### src/common/beehive_pkg.sv
// 160x120 field with inclusive limits and origin at top left; colour is one bit per channel
package beehive_pkg;

	// pixel coordinates and colour
	typedef logic [7:0] coord_x_t;
	typedef logic [6:0] coord_y_t;
	typedef logic [2:0] colour_t;

	// one pixel write towards the frame buffer
	typedef struct packed
	{
		coord_x_t x;
		coord_y_t y;
		colour_t colour;
	} plot_t;

	// active low, segment 0 in bit 0
	typedef logic [6:0] seg_t;

	// deaths in the current set of lives, 0 to 2
	typedef logic [1:0] lives_t;
	typedef logic [7:0] score_t;

	// sprite FSM, shared by player and bees
	typedef enum logic {mv_load, mv_run} mover_state_t;

	localparam coord_x_t x_max = 8'd159;
	localparam coord_y_t y_max = 7'd119;

	// one tick per second on a 50 MHz board clock
	localparam int tick_cycles_default = 50_000_000;
	localparam int lives_total = 3;

	localparam colour_t player_colour = 3'd7;
	localparam colour_t bee1_colour = 3'd1;
	localparam colour_t bee2_colour = 3'd2;

	localparam plot_t player_start = '{x: 8'd70, y: 7'd70, colour: player_colour};
	localparam plot_t bee1_start = '{x: 8'd10, y: 7'd10, colour: bee1_colour};
	localparam plot_t bee2_start = '{x: 8'd40, y: 7'd40, colour: bee2_colour};

	// hex digit to seven-segment pattern
	function automatic seg_t seg_encode(input logic [3:0] digit);
		seg_t seg;
		case (digit)
			4'h0: seg = 7'h40;
			4'h1: seg = 7'h79;
			4'h2: seg = 7'h24;
			4'h3: seg = 7'h30;
			4'h4: seg = 7'h19;
			4'h5: seg = 7'h12;
			4'h6: seg = 7'h02;
			4'h7: seg = 7'h78;
			4'h8: seg = 7'h00;
			4'h9: seg = 7'h18;
			4'ha: seg = 7'h08;
			4'hb: seg = 7'h03;
			4'hc: seg = 7'h46;
			4'hd: seg = 7'h21;
			4'he: seg = 7'h06;
			// F
			default: seg = 7'h0e;
		endcase
		return seg;
	endfunction

endpackage
### src/source/beehive_top.sv
// tick_cycles must be at least 4; plot_valid has no back-pressure, so the sink takes every plot
`timescale 1ns/1ns

module beehive_top
#(
	parameter int tick_cycles = beehive_pkg::tick_cycles_default
)
(
	input  logic               clk,
	input  logic               resetn,
	input  logic [3:0]         keys,
	output beehive_pkg::plot_t plot,
	output logic               plot_valid,
	output beehive_pkg::seg_t  hex_lives,
	output beehive_pkg::seg_t  hex_score_lo,
	output beehive_pkg::seg_t  hex_score_hi
);

	logic [3:0] keys_sync;
	logic       tick;

	beehive_pkg::plot_t player_pos;
	beehive_pkg::plot_t bee1_pos;
	beehive_pkg::plot_t bee2_pos;

	logic player_moved;
	logic bee1_moved;
	logic bee2_moved;

	input_stage #(
		.tick_cycles (tick_cycles)
	) input_stage_i (
		.clk       (clk),
		.resetn    (resetn),
		.keys      (keys),
		.keys_sync (keys_sync),
		.tick      (tick)
	);

	player_mover player_mover_i (
		.clk       (clk),
		.resetn    (resetn),
		.tick      (tick),
		.keys_sync (keys_sync),
		.pos       (player_pos),
		.moved     (player_moved)
	);

	// start parameters carry each bee's colour
	bee_mover #(
		.start (beehive_pkg::bee1_start)
	) bee1 (
		.clk    (clk),
		.resetn (resetn),
		.tick   (tick),
		.pos    (bee1_pos),
		.moved  (bee1_moved)
	);

	bee_mover #(
		.start (beehive_pkg::bee2_start)
	) bee2 (
		.clk    (clk),
		.resetn (resetn),
		.tick   (tick),
		.pos    (bee2_pos),
		.moved  (bee2_moved)
	);

	plot_arbiter plot_arbiter_i (
		.clk          (clk),
		.resetn       (resetn),
		.player       (player_pos),
		.bee1         (bee1_pos),
		.bee2         (bee2_pos),
		.player_moved (player_moved),
		.bee1_moved   (bee1_moved),
		.bee2_moved   (bee2_moved),
		.plot         (plot),
		.plot_valid   (plot_valid)
	);

	lives_score lives_score_i (
		.clk          (clk),
		.resetn       (resetn),
		.player_moved (player_moved),
		.player       (player_pos),
		.bee1         (bee1_pos),
		.bee2         (bee2_pos),
		.hex_lives    (hex_lives),
		.hex_score_lo (hex_score_lo),
		.hex_score_hi (hex_score_hi)
	);

endmodule

### src/source/lives_score.sv
// positions are sampled only while player_moved is high; the score wraps from 255 to 0
`timescale 1ns/1ns

module lives_score
(
	input  logic               clk,
	input  logic               resetn,
	input  logic               player_moved,
	input  beehive_pkg::plot_t player,
	input  beehive_pkg::plot_t bee1,
	input  beehive_pkg::plot_t bee2,
	output beehive_pkg::seg_t  hex_lives,
	output beehive_pkg::seg_t  hex_score_lo,
	output beehive_pkg::seg_t  hex_score_hi
);

	beehive_pkg::lives_t deaths;
	beehive_pkg::score_t score;

	logic       hit_bee1;
	logic       hit_bee2;
	logic       last_life;
	logic [3:0] lives_left;

	// colour is ignored, only the pixel position counts
	assign hit_bee1  = (player.x == bee1.x) && (player.y == bee1.y);
	assign hit_bee2  = (player.x == bee2.x) && (player.y == bee2.y);
	assign last_life = (deaths == beehive_pkg::lives_t'(beehive_pkg::lives_total - 1));

	// checked once per tick on the player's moved strobe
	always_ff @(posedge clk or posedge resetn)
	begin
		if (resetn)
		begin
			deaths <= '0;
			score  <= '0;
		end
		else if (player_moved)
		begin
			if ((hit_bee1 || hit_bee2) && last_life)
			begin
				// game over, start a fresh set of lives
				deaths <= '0;
				score  <= '0;
			end
			else if (hit_bee1 || hit_bee2)
			begin
				deaths <= deaths + 1'b1;
				score  <= score + 1'b1;
			end
			else
				score <= score + 1'b1;
		end
	end

	assign lives_left = 4'(beehive_pkg::lives_total) - 4'(deaths);

	assign hex_lives    = beehive_pkg::seg_encode(lives_left);
	assign hex_score_lo = beehive_pkg::seg_encode(score[3:0]);
	assign hex_score_hi = beehive_pkg::seg_encode(score[7:4]);

endmodule

### src/source/plot_arbiter.sv
// the sink takes one plot every cycle; a sprite must not move again before its plot is issued
`timescale 1ns/1ns

module plot_arbiter
(
	input  logic               clk,
	input  logic               resetn,
	input  beehive_pkg::plot_t player,
	input  beehive_pkg::plot_t bee1,
	input  beehive_pkg::plot_t bee2,
	input  logic               player_moved,
	input  logic               bee1_moved,
	input  logic               bee2_moved,
	output beehive_pkg::plot_t plot,
	output logic               plot_valid
);

	beehive_pkg::plot_t sprite [3];
	beehive_pkg::plot_t held [3];

	logic [2:0] moved;
	logic [2:0] pending;
	logic [2:0] grant;

	// index 0 has the highest priority
	assign sprite[0] = player;
	assign sprite[1] = bee1;
	assign sprite[2] = bee2;
	assign moved     = {bee2_moved, bee1_moved, player_moved};

	// a fresh update wins over the clear of the same slot
	always_ff @(posedge clk or posedge resetn)
	begin
		if (resetn)
			pending <= '0;
		else
			pending <= moved | (pending & ~grant);
	end

	always_ff @(posedge clk)
	begin
		for (int i = 0; i < 3; i++)
		begin
			if (moved[i])
				held[i] <= sprite[i];
		end
	end

	always_comb
	begin
		grant = 3'b000;
		plot  = '0;
		if (pending[0])
		begin
			grant = 3'b001;
			plot  = held[0];
		end
		else if (pending[1])
		begin
			grant = 3'b010;
			plot  = held[1];
		end
		else if (pending[2])
		begin
			grant = 3'b100;
			plot  = held[2];
		end
	end

	assign plot_valid = |pending;

endmodule

### src/sprite/bee_mover.sv
// start must lie inside the field; a bee starts heading right and up
`timescale 1ns/1ns

module bee_mover
#(
	parameter beehive_pkg::plot_t start = beehive_pkg::bee1_start
)
(
	input  logic               clk,
	input  logic               resetn,
	input  logic               tick,
	output beehive_pkg::plot_t pos,
	output logic               moved
);

	beehive_pkg::mover_state_t state;

	// 1 means increasing coordinate
	logic dir_x;
	logic dir_y;
	logic flip_x;
	logic flip_y;
	logic up_x;
	logic up_y;

	// at a wall the direction flips and the step goes back into the field
	assign flip_x = dir_x ? (pos.x == beehive_pkg::x_max) : (pos.x == '0);
	assign flip_y = dir_y ? (pos.y == beehive_pkg::y_max) : (pos.y == '0);
	assign up_x   = dir_x ^ flip_x;
	assign up_y   = dir_y ^ flip_y;

	always_ff @(posedge clk or posedge resetn)
	begin
		if (resetn)
		begin
			state <= beehive_pkg::mv_load;
			moved <= 1'b0;
			dir_x <= 1'b1;
			dir_y <= 1'b0;
		end
		else if (state == beehive_pkg::mv_load)
		begin
			state <= beehive_pkg::mv_run;
			moved <= 1'b1;
		end
		else
		begin
			moved <= tick;
			if (tick)
			begin
				dir_x <= up_x;
				dir_y <= up_y;
			end
		end
	end

	always_ff @(posedge clk)
	begin
		if (state == beehive_pkg::mv_load)
			pos <= start;
		else if (tick)
		begin
			pos.x <= up_x ? pos.x + 1'b1 : pos.x - 1'b1;
			pos.y <= up_y ? pos.y + 1'b1 : pos.y - 1'b1;
		end
	end

endmodule

### src/sprite/player_mover.sv
// keys_sync must already be synchronous and active low; the position has no reset value
`timescale 1ns/1ns

module player_mover
(
	input  logic               clk,
	input  logic               resetn,
	input  logic               tick,
	input  logic [3:0]         keys_sync,
	output beehive_pkg::plot_t pos,
	output logic               moved
);

	beehive_pkg::mover_state_t state;

	logic go_right;
	logic go_left;
	logic go_down;
	logic go_up;

	// bit 0 right, 1 down, 2 up, 3 left; opposite keys cancel
	assign go_right = !keys_sync[0] && keys_sync[3];
	assign go_left  = !keys_sync[3] && keys_sync[0];
	assign go_down  = !keys_sync[1] && keys_sync[2];
	assign go_up    = !keys_sync[2] && keys_sync[1];

	// load for one cycle, then run forever
	always_ff @(posedge clk or posedge resetn)
	begin
		if (resetn)
		begin
			state <= beehive_pkg::mv_load;
			moved <= 1'b0;
		end
		else if (state == beehive_pkg::mv_load)
		begin
			state <= beehive_pkg::mv_run;
			moved <= 1'b1;
		end
		else
			moved <= tick;
	end

	// one pixel per tick, held at the field edges
	always_ff @(posedge clk)
	begin
		if (state == beehive_pkg::mv_load)
			pos <= beehive_pkg::player_start;
		else if (tick)
		begin
			if (go_right && pos.x != beehive_pkg::x_max)
				pos.x <= pos.x + 1'b1;
			if (go_left && pos.x != '0)
				pos.x <= pos.x - 1'b1;
			if (go_down && pos.y != beehive_pkg::y_max)
				pos.y <= pos.y + 1'b1;
			if (go_up && pos.y != '0)
				pos.y <= pos.y - 1'b1;
		end
	end

endmodule

### src/source/input_stage.sv
// keys are active low and asynchronous; tick_cycles must be at least 4 for the plot bursts
`timescale 1ns/1ns

module input_stage
#(
	parameter int tick_cycles = beehive_pkg::tick_cycles_default
)
(
	input  logic       clk,
	input  logic       resetn,
	input  logic [3:0] keys,
	output logic [3:0] keys_sync,
	output logic       tick
);

	localparam int cnt_w = $clog2(tick_cycles);

	logic [3:0]       keys_meta;
	logic [cnt_w-1:0] count;

	// two-flop synchronizer, released keys read as 1
	always_ff @(posedge clk or posedge resetn)
	begin
		if (resetn)
		begin
			keys_meta <= '1;
			keys_sync <= '1;
		end
		else
		begin
			keys_meta <= keys;
			keys_sync <= keys_meta;
		end
	end

	// tick is registered, so it rises in the cycle after the count hits zero
	always_ff @(posedge clk or posedge resetn)
	begin
		if (resetn)
		begin
			count <= cnt_w'(tick_cycles - 1);
			tick  <= 1'b0;
		end
		else if (count == '0)
		begin
			count <= cnt_w'(tick_cycles - 1);
			tick  <= 1'b1;
		end
		else
		begin
			count <= count - 1'b1;
			tick  <= 1'b0;
		end
	end

endmodule

### config.mk
export PLATFORM = sky130hd
export DESIGN_NAME = beehive_top
export DESIGN_NICKNAME = d
export VERILOG_FILES = /design/src/common/beehive_pkg.sv /design/src/source/beehive_top.sv /design/src/source/lives_score.sv /design/src/source/plot_arbiter.sv /design/src/sprite/bee_mover.sv /design/src/sprite/player_mover.sv /design/src/source/input_stage.sv
export SDC_FILE = /design/constraint.sdc
export NUM_CORES = 1
export LEC_CHECK = 0
export ABC_AREA = 1
export BUFFER_PORTS_ARGS = -buffer_cell sky130_fd_sc_hd__buf_2
export CAP_MARGIN = 20
export CORE_MARGIN = 4
export CORE_UTILIZATION = 40
export DETAILED_ROUTE_END_ITERATION = 8
export PLACE_DENSITY = 0.58
export SLEW_MARGIN = 20
export SYNTH_ARGS = -nofsm -noshare
export SYNTH_HDL_FRONTEND = slang
export SYNTH_SLANG_ARGS = --single-unit
### constraint.sdc
create_clock -name clk -period 3.66 [get_ports clk]
set_input_delay 0.915 -clock clk [delete_from_list [all_inputs] [get_ports clk]]
set_output_delay 0.915 -clock clk [all_outputs]
set_load 0.03 [all_outputs]
* Yosys cells after proc, flatten, opt, wreduce, memory -nomap -nowiden *
Memory sizes are Yosys's and may differ from the RTL's.
Index checks and enable logic that the tools add are counted.

word-level totals
  memories kept = 4
  logic and storage cells = 114
  bits in writable memories = 54
  bits of input ports = 6
  memory bits (read-only) = 336
  bits in latches = 0
  register bits after elaboration = 99

memories
  name                 words  width  read ports  clocked after memory_dff  write ports  RTL line            source
  (name not given)     16     7      1           0                         0            beehive_pkg.sv:45   case (digit)
  (name not given)     16     7      1           0                         0            beehive_pkg.sv:45
  (name not given)     16     7      1           0                         0            beehive_pkg.sv:45
  plot_arbiter_i.held  3      18     3           0                         3            plot_arbiter.sv:19  beehive_pkg::plot_t held [3];

cells by class
  shift operators = 0
  equal/unequal tests = 11
  multiply operators = 0
  bitwise operators = 7
  reduce and logical (&&, ||, !) cells = 31
  add/subtract/negate cells = 16
  $lt $le $gt $ge = 0
  div/mod/pow operators = 0
  mux-type cells = 26

operators with widths
  operator               number
  $mux 18                3
  $mux 8                 5
  $add 8x1->8 const B    4
  $mux 7                 4
  $logic_not 26->1       1
  $mux 26                1
  $sub 26x1->26 const B  1
  $sub 8x1->8 const B    3
  $add 7x1->7 const B    3
  $sub 7x1->7 const B    3
  $eq 8x8->1             2
  $eq 8x8->1 const B     2
  $logic_not 8->1        2
  $eq 7x7->1             2
  $eq 7x7->1 const B     2
  $logic_not 7->1        2
  $logic_and 1x1->1      11
  $mux 3                 3
  $mux 1                 8
  $ne 8x8->1 const B     1
  $reduce_and 2->1       4
  $reduce_bool 8->1      1
  $ne 7x7->1 const B     1
  $reduce_bool 7->1      1
  12 further kinds       21

* Depth between registers and ports, before layout *
  depth in word-level cells = 6
  depth in mapped cells = 19
  depth with buffers taken out = 19

* By module *
From an unflattened synthesis, not the netlist that was laid out.

second synthesis, totals
  cells, all modules = 1237
  area, all modules = 9663.0 um2

by module, submodules not included
  module            cells an instance  area an instance (um2)  instances  seq. area each (um2)
  plot_arbiter      145                2245.9                  1          1696.6
  input_stage       205                1789.2                  1          908.4
  lives_score       290                1567.8                  1          250.2
  player_mover      200                1383.8                  1          350.3
  bee_mover (bee2)  203                1350.0                  1          401.6
  bee_mover (bee1)  194                1326.3                  1          401.6

* Least setup slack after synthesis *
OpenSTA, ideal clock, no wires.

  path kind = register to output
  start = reg plot_arbiter_i.pending[1]
  end = out plot[10] (netlist bit)
  cell stages (with the launch flop) = 6
  arrival time = 1.878 ns
  path buffers = 2
  setup slack = 0.867 ns
  cell sequence = dfrtp_1 -> clkbuf_1 -> nor2_1 -> clkbuf_1 -> a22oi_1 -> o21ai_0

RTL lines
  item                      RTL line            source
  start: declaration        plot_arbiter.sv:22  logic [2:0] pending;
  start signal: assignment  plot_arbiter.sv:37  pending <= moved | (pending & ~grant);
  end: declaration          beehive_top.sv:12   output beehive_pkg::plot_t plot,

==> flow_summary.toml <==
[status]
status = "finished clean"

[synthesis]
syn_nets = 1017
ys_ff_latch = 144
syn_inst = 971
async_flop_share_pct = 37.5
syn_area_um2 = 8120
yosysSeqAreaShare_pct = 44.8
synth_flop_cell = "edfxtp_1"
postSynthAreaPerCell_um2 = 8.36
synth_edf_count = 45
yosys_warnings = 0
synth_cell_types = 54

[critical_path]
crit_type = "flop to output port"
cp-end-kind = "output port"
slowest_delay_ps = 640
reg2reg_slack_ps = 840
crit_arrival_ps = 2130
critPathLaunchType = "flop"
critPathCapture = "plot[7]"
path_cells = "nor2_1 -> buf_4 -> a22oi_1 -> o21ai_0 -> buf_2"
critPathLaunch = "plot_arbiter_i.pending[1]$_DFF_PP0_"
r2r-end = "bee2.pos[17]$_SDFFE_PN0P_"
rr_worst_depth = 14
r2r-start = "bee2.pos[10]$_SDFFE_PN0P_"
critPathSlowestCell = "dfrtp_1"
required_ps = 2740
crit_fanout = 19

[place]
place.gp.congestion = 0.854
hpwl_um = 13000
io_buffers = 44

[sta]
setup_violations = 0
fmax_ghz = 0.328
whs_ps = 353
drv_slew = 0
rsz0062_at_grt = "no"
relSlewSlack_pct = 42.5
fin_crit_sh_pct = 83.3
finalCriticalPeriod_ps = 3050
tns_ps = 0
fin_worst_skew_ps = 7.64
tightest_slew_ps = 862
hold_viol_final = 0

[route]
drt_iter0_drc = 361
wl_met1_um = 8650
maxUsedRoutingLayer = "met4"
drt-pass1-iter-count = 5
drc = 0
vias = 6473
wl_per_cell_um = 13.9
routed_via_density = 4.99
drtAntennaViolNets = 0
wirelength_um = 18000
met2_length_um = 8300
met3_wirelength_um = 782

[power]
peakVddDrop_mv = 0.307
power_density_nw_per_um2 = 460
p_leak_nw = 4.00
power_mw = 4.24

[floorplan]
initial_utilization_pct = 41.2
io-pin-count = 46
die_h_um = 150
rows = 51
die_w_um = 150
die_area_um2 = 22600
core_um2 = 19700

[global_routing]
antenna_found_initial = 0
grt_usage_pct = 16.7
grt_pass1_wl_um = 30400
grt-ovfl-total = 0
grt_max_degree = 55
grt_pass1_vias = 6239

[clock_network]
post_cts_buffers = 0
root_buffer = "clkbuf_16"
cts.path.max_buffers = 2
cts_tree = "yes"
cts_hold_buf = 0
numCtsBuffers = 17
ctsHtreeMaxLevel = 4
cts.sink_count = 144
clk_pin_slew_ps = 60
cts_resized = 0
clk-insertion-delay-late_ps = 420

[final_layout]
final_util_pct = 46.7
syn2layout_area_growth_pct = 13.5
n_antenna_cell = 0
fin_nets = 1066
final_common_cell = "nand2_1"
multi_input_area_um2 = 3860
seq_area_um2 = 3640
n_fill_cell = 1870
drive_gt1_share_pct = 15.5
final_cell_mix = "nand2_1, inv_1, o21ai_0"

[hold_path]
hold_class = "flop to flop"

[flow_run]
drv_cap = 0
[worst max-delay path: cells and delay by family, from the launching register on]
kind            cells  cell delay, ps
flops               1             640
buf+inv             2             510
compound gates      2             380
simple gates        1             190
[synth_stat cells, types with 3 or more instances]
master    count  area, µm²
fa_1          4       80.1
xnor2_1      17        149
dfrtp_1      26        651
nor4_1       14       87.6
a22oi_1      16        120
o211ai_1      6       45.0
inv_1       127        477
xor2_1       36        315
nor2_4        4       45.0
dfstp_2      28        736
o21ai_0      73        365
nand3_1      55        275
nand4_1      21        131
edfxtp_1     45       1350
clkbuf_1     14       52.6
nor2_2        7       43.8
dfxtp_1      45        901
nand2_2      15       93.8
buf_4         4       30.0
inv_2         4       15.0
or2_2         3       18.8
nand2_1     192        721
nor2_1       71        267
a21oi_1      47        235
ha_1         36        450
nor3_1        9       45.0
buf_2         3       15.0
nand3b_1      3       22.5
o22ai_1       8       50.1
nand2_4       3       33.8
[per-layer routing]
layer / up-vias / track usage, %
li1: 3337 / -
met1: 2992 / 22.0
met4: 0 / 5.63
met3: 21 / 3.34
met5: - / 0
met2: 123 / 27.5
[power breakdown]
| part | total [mW] | switching [mW] | internal, mW |
|---|---|---|---|
| Sequential | 1.77 | 0.0670 | 1.70 |
| Clock | 1.75 | 0.682 | 1.07 |
| Combinational | 0.713 | 0.499 | 0.213 |
[cell families (layout without fill, tap and decap cells)]
family / count (synthesis) / after routing / share of synthesized area (%)
AO/OA/AOI/OAI: 171 / 171 / 12.1
AND/OR/NAND/NOR: 404 / 404 / 22.9
XOR/XNOR: 54 / 54 / 5.92
adder cells (fa/ha/maj): 40 / 40 / 6.54
flip-flops: 144 / 144 / 44.8
other: 2 / 2 / 0.0925
buffers and inverters: 156 / 218 / 7.65
[through the flow]
| step | cell area (µm²) | setup slack, ps | instances |
|---|---|---|---|
| CTS | 9210 | 567 | 1298 |
| global placement | 8620 | 936 | 1266 |
| detailed placement | 8620 | 906 | 1266 |
| floorplan | 8120 | 867 | 971 |
| global route | 9210 | 449 | 1298 |
| finish | 9210 | 612 | 1298 |
[registers in the layout, indices dropped and copies added, names as in the netlist, 2 cells and up]
register	count
input_stage_i.keys_sync	4
lives_score_i.deaths	2
plot_arbiter_i.pending	3
input_stage_i.count	26
input_stage_i.keys_meta	4
bee2.pos	15
plot_arbiter_i.held	45
player_mover_i.pos	15
lives_score_i.score	8
bee1.pos	15
[worst min-delay path by stage]
stage,start,end,depth (start not counted)
global placement,input_stage_i.keys_meta[1]$_DFF_PP1_,input_stage_i.keys_sync[1]$_DFF_PP1_,0
detailed placement,input_stage_i.keys_meta[2]$_DFF_PP1_,input_stage_i.keys_sync[2]$_DFF_PP1_,0
finish,input_stage_i.keys_meta[0]$_DFF_PP1_,input_stage_i.keys_sync[0]$_DFF_PP1_,0
CTS,input_stage_i.keys_meta[0]$_DFF_PP1_,input_stage_i.keys_sync[0]$_DFF_PP1_,0
floorplan,input_stage_i.keys_meta[0]$_DFF_PP1_,input_stage_i.keys_sync[0]$_DFF_PP1_,0
global route,input_stage_i.keys_meta[2]$_DFF_PP1_,input_stage_i.keys_sync[2]$_DFF_PP1_,0
[final cells by class]
cell class / instances / share of cell area (%)
Clock buffer: 19 / 4.70
Clock inverter: 13 / 1.77
Inverter: 132 / 5.38
Multi-Input combinational cell: 671 / 41.9
Sequential cell: 144 / 39.5
Tap cell: 265 / 3.60
Timing Repair Buffer: 54 / 3.20
(Power assumes the default switching activity.)
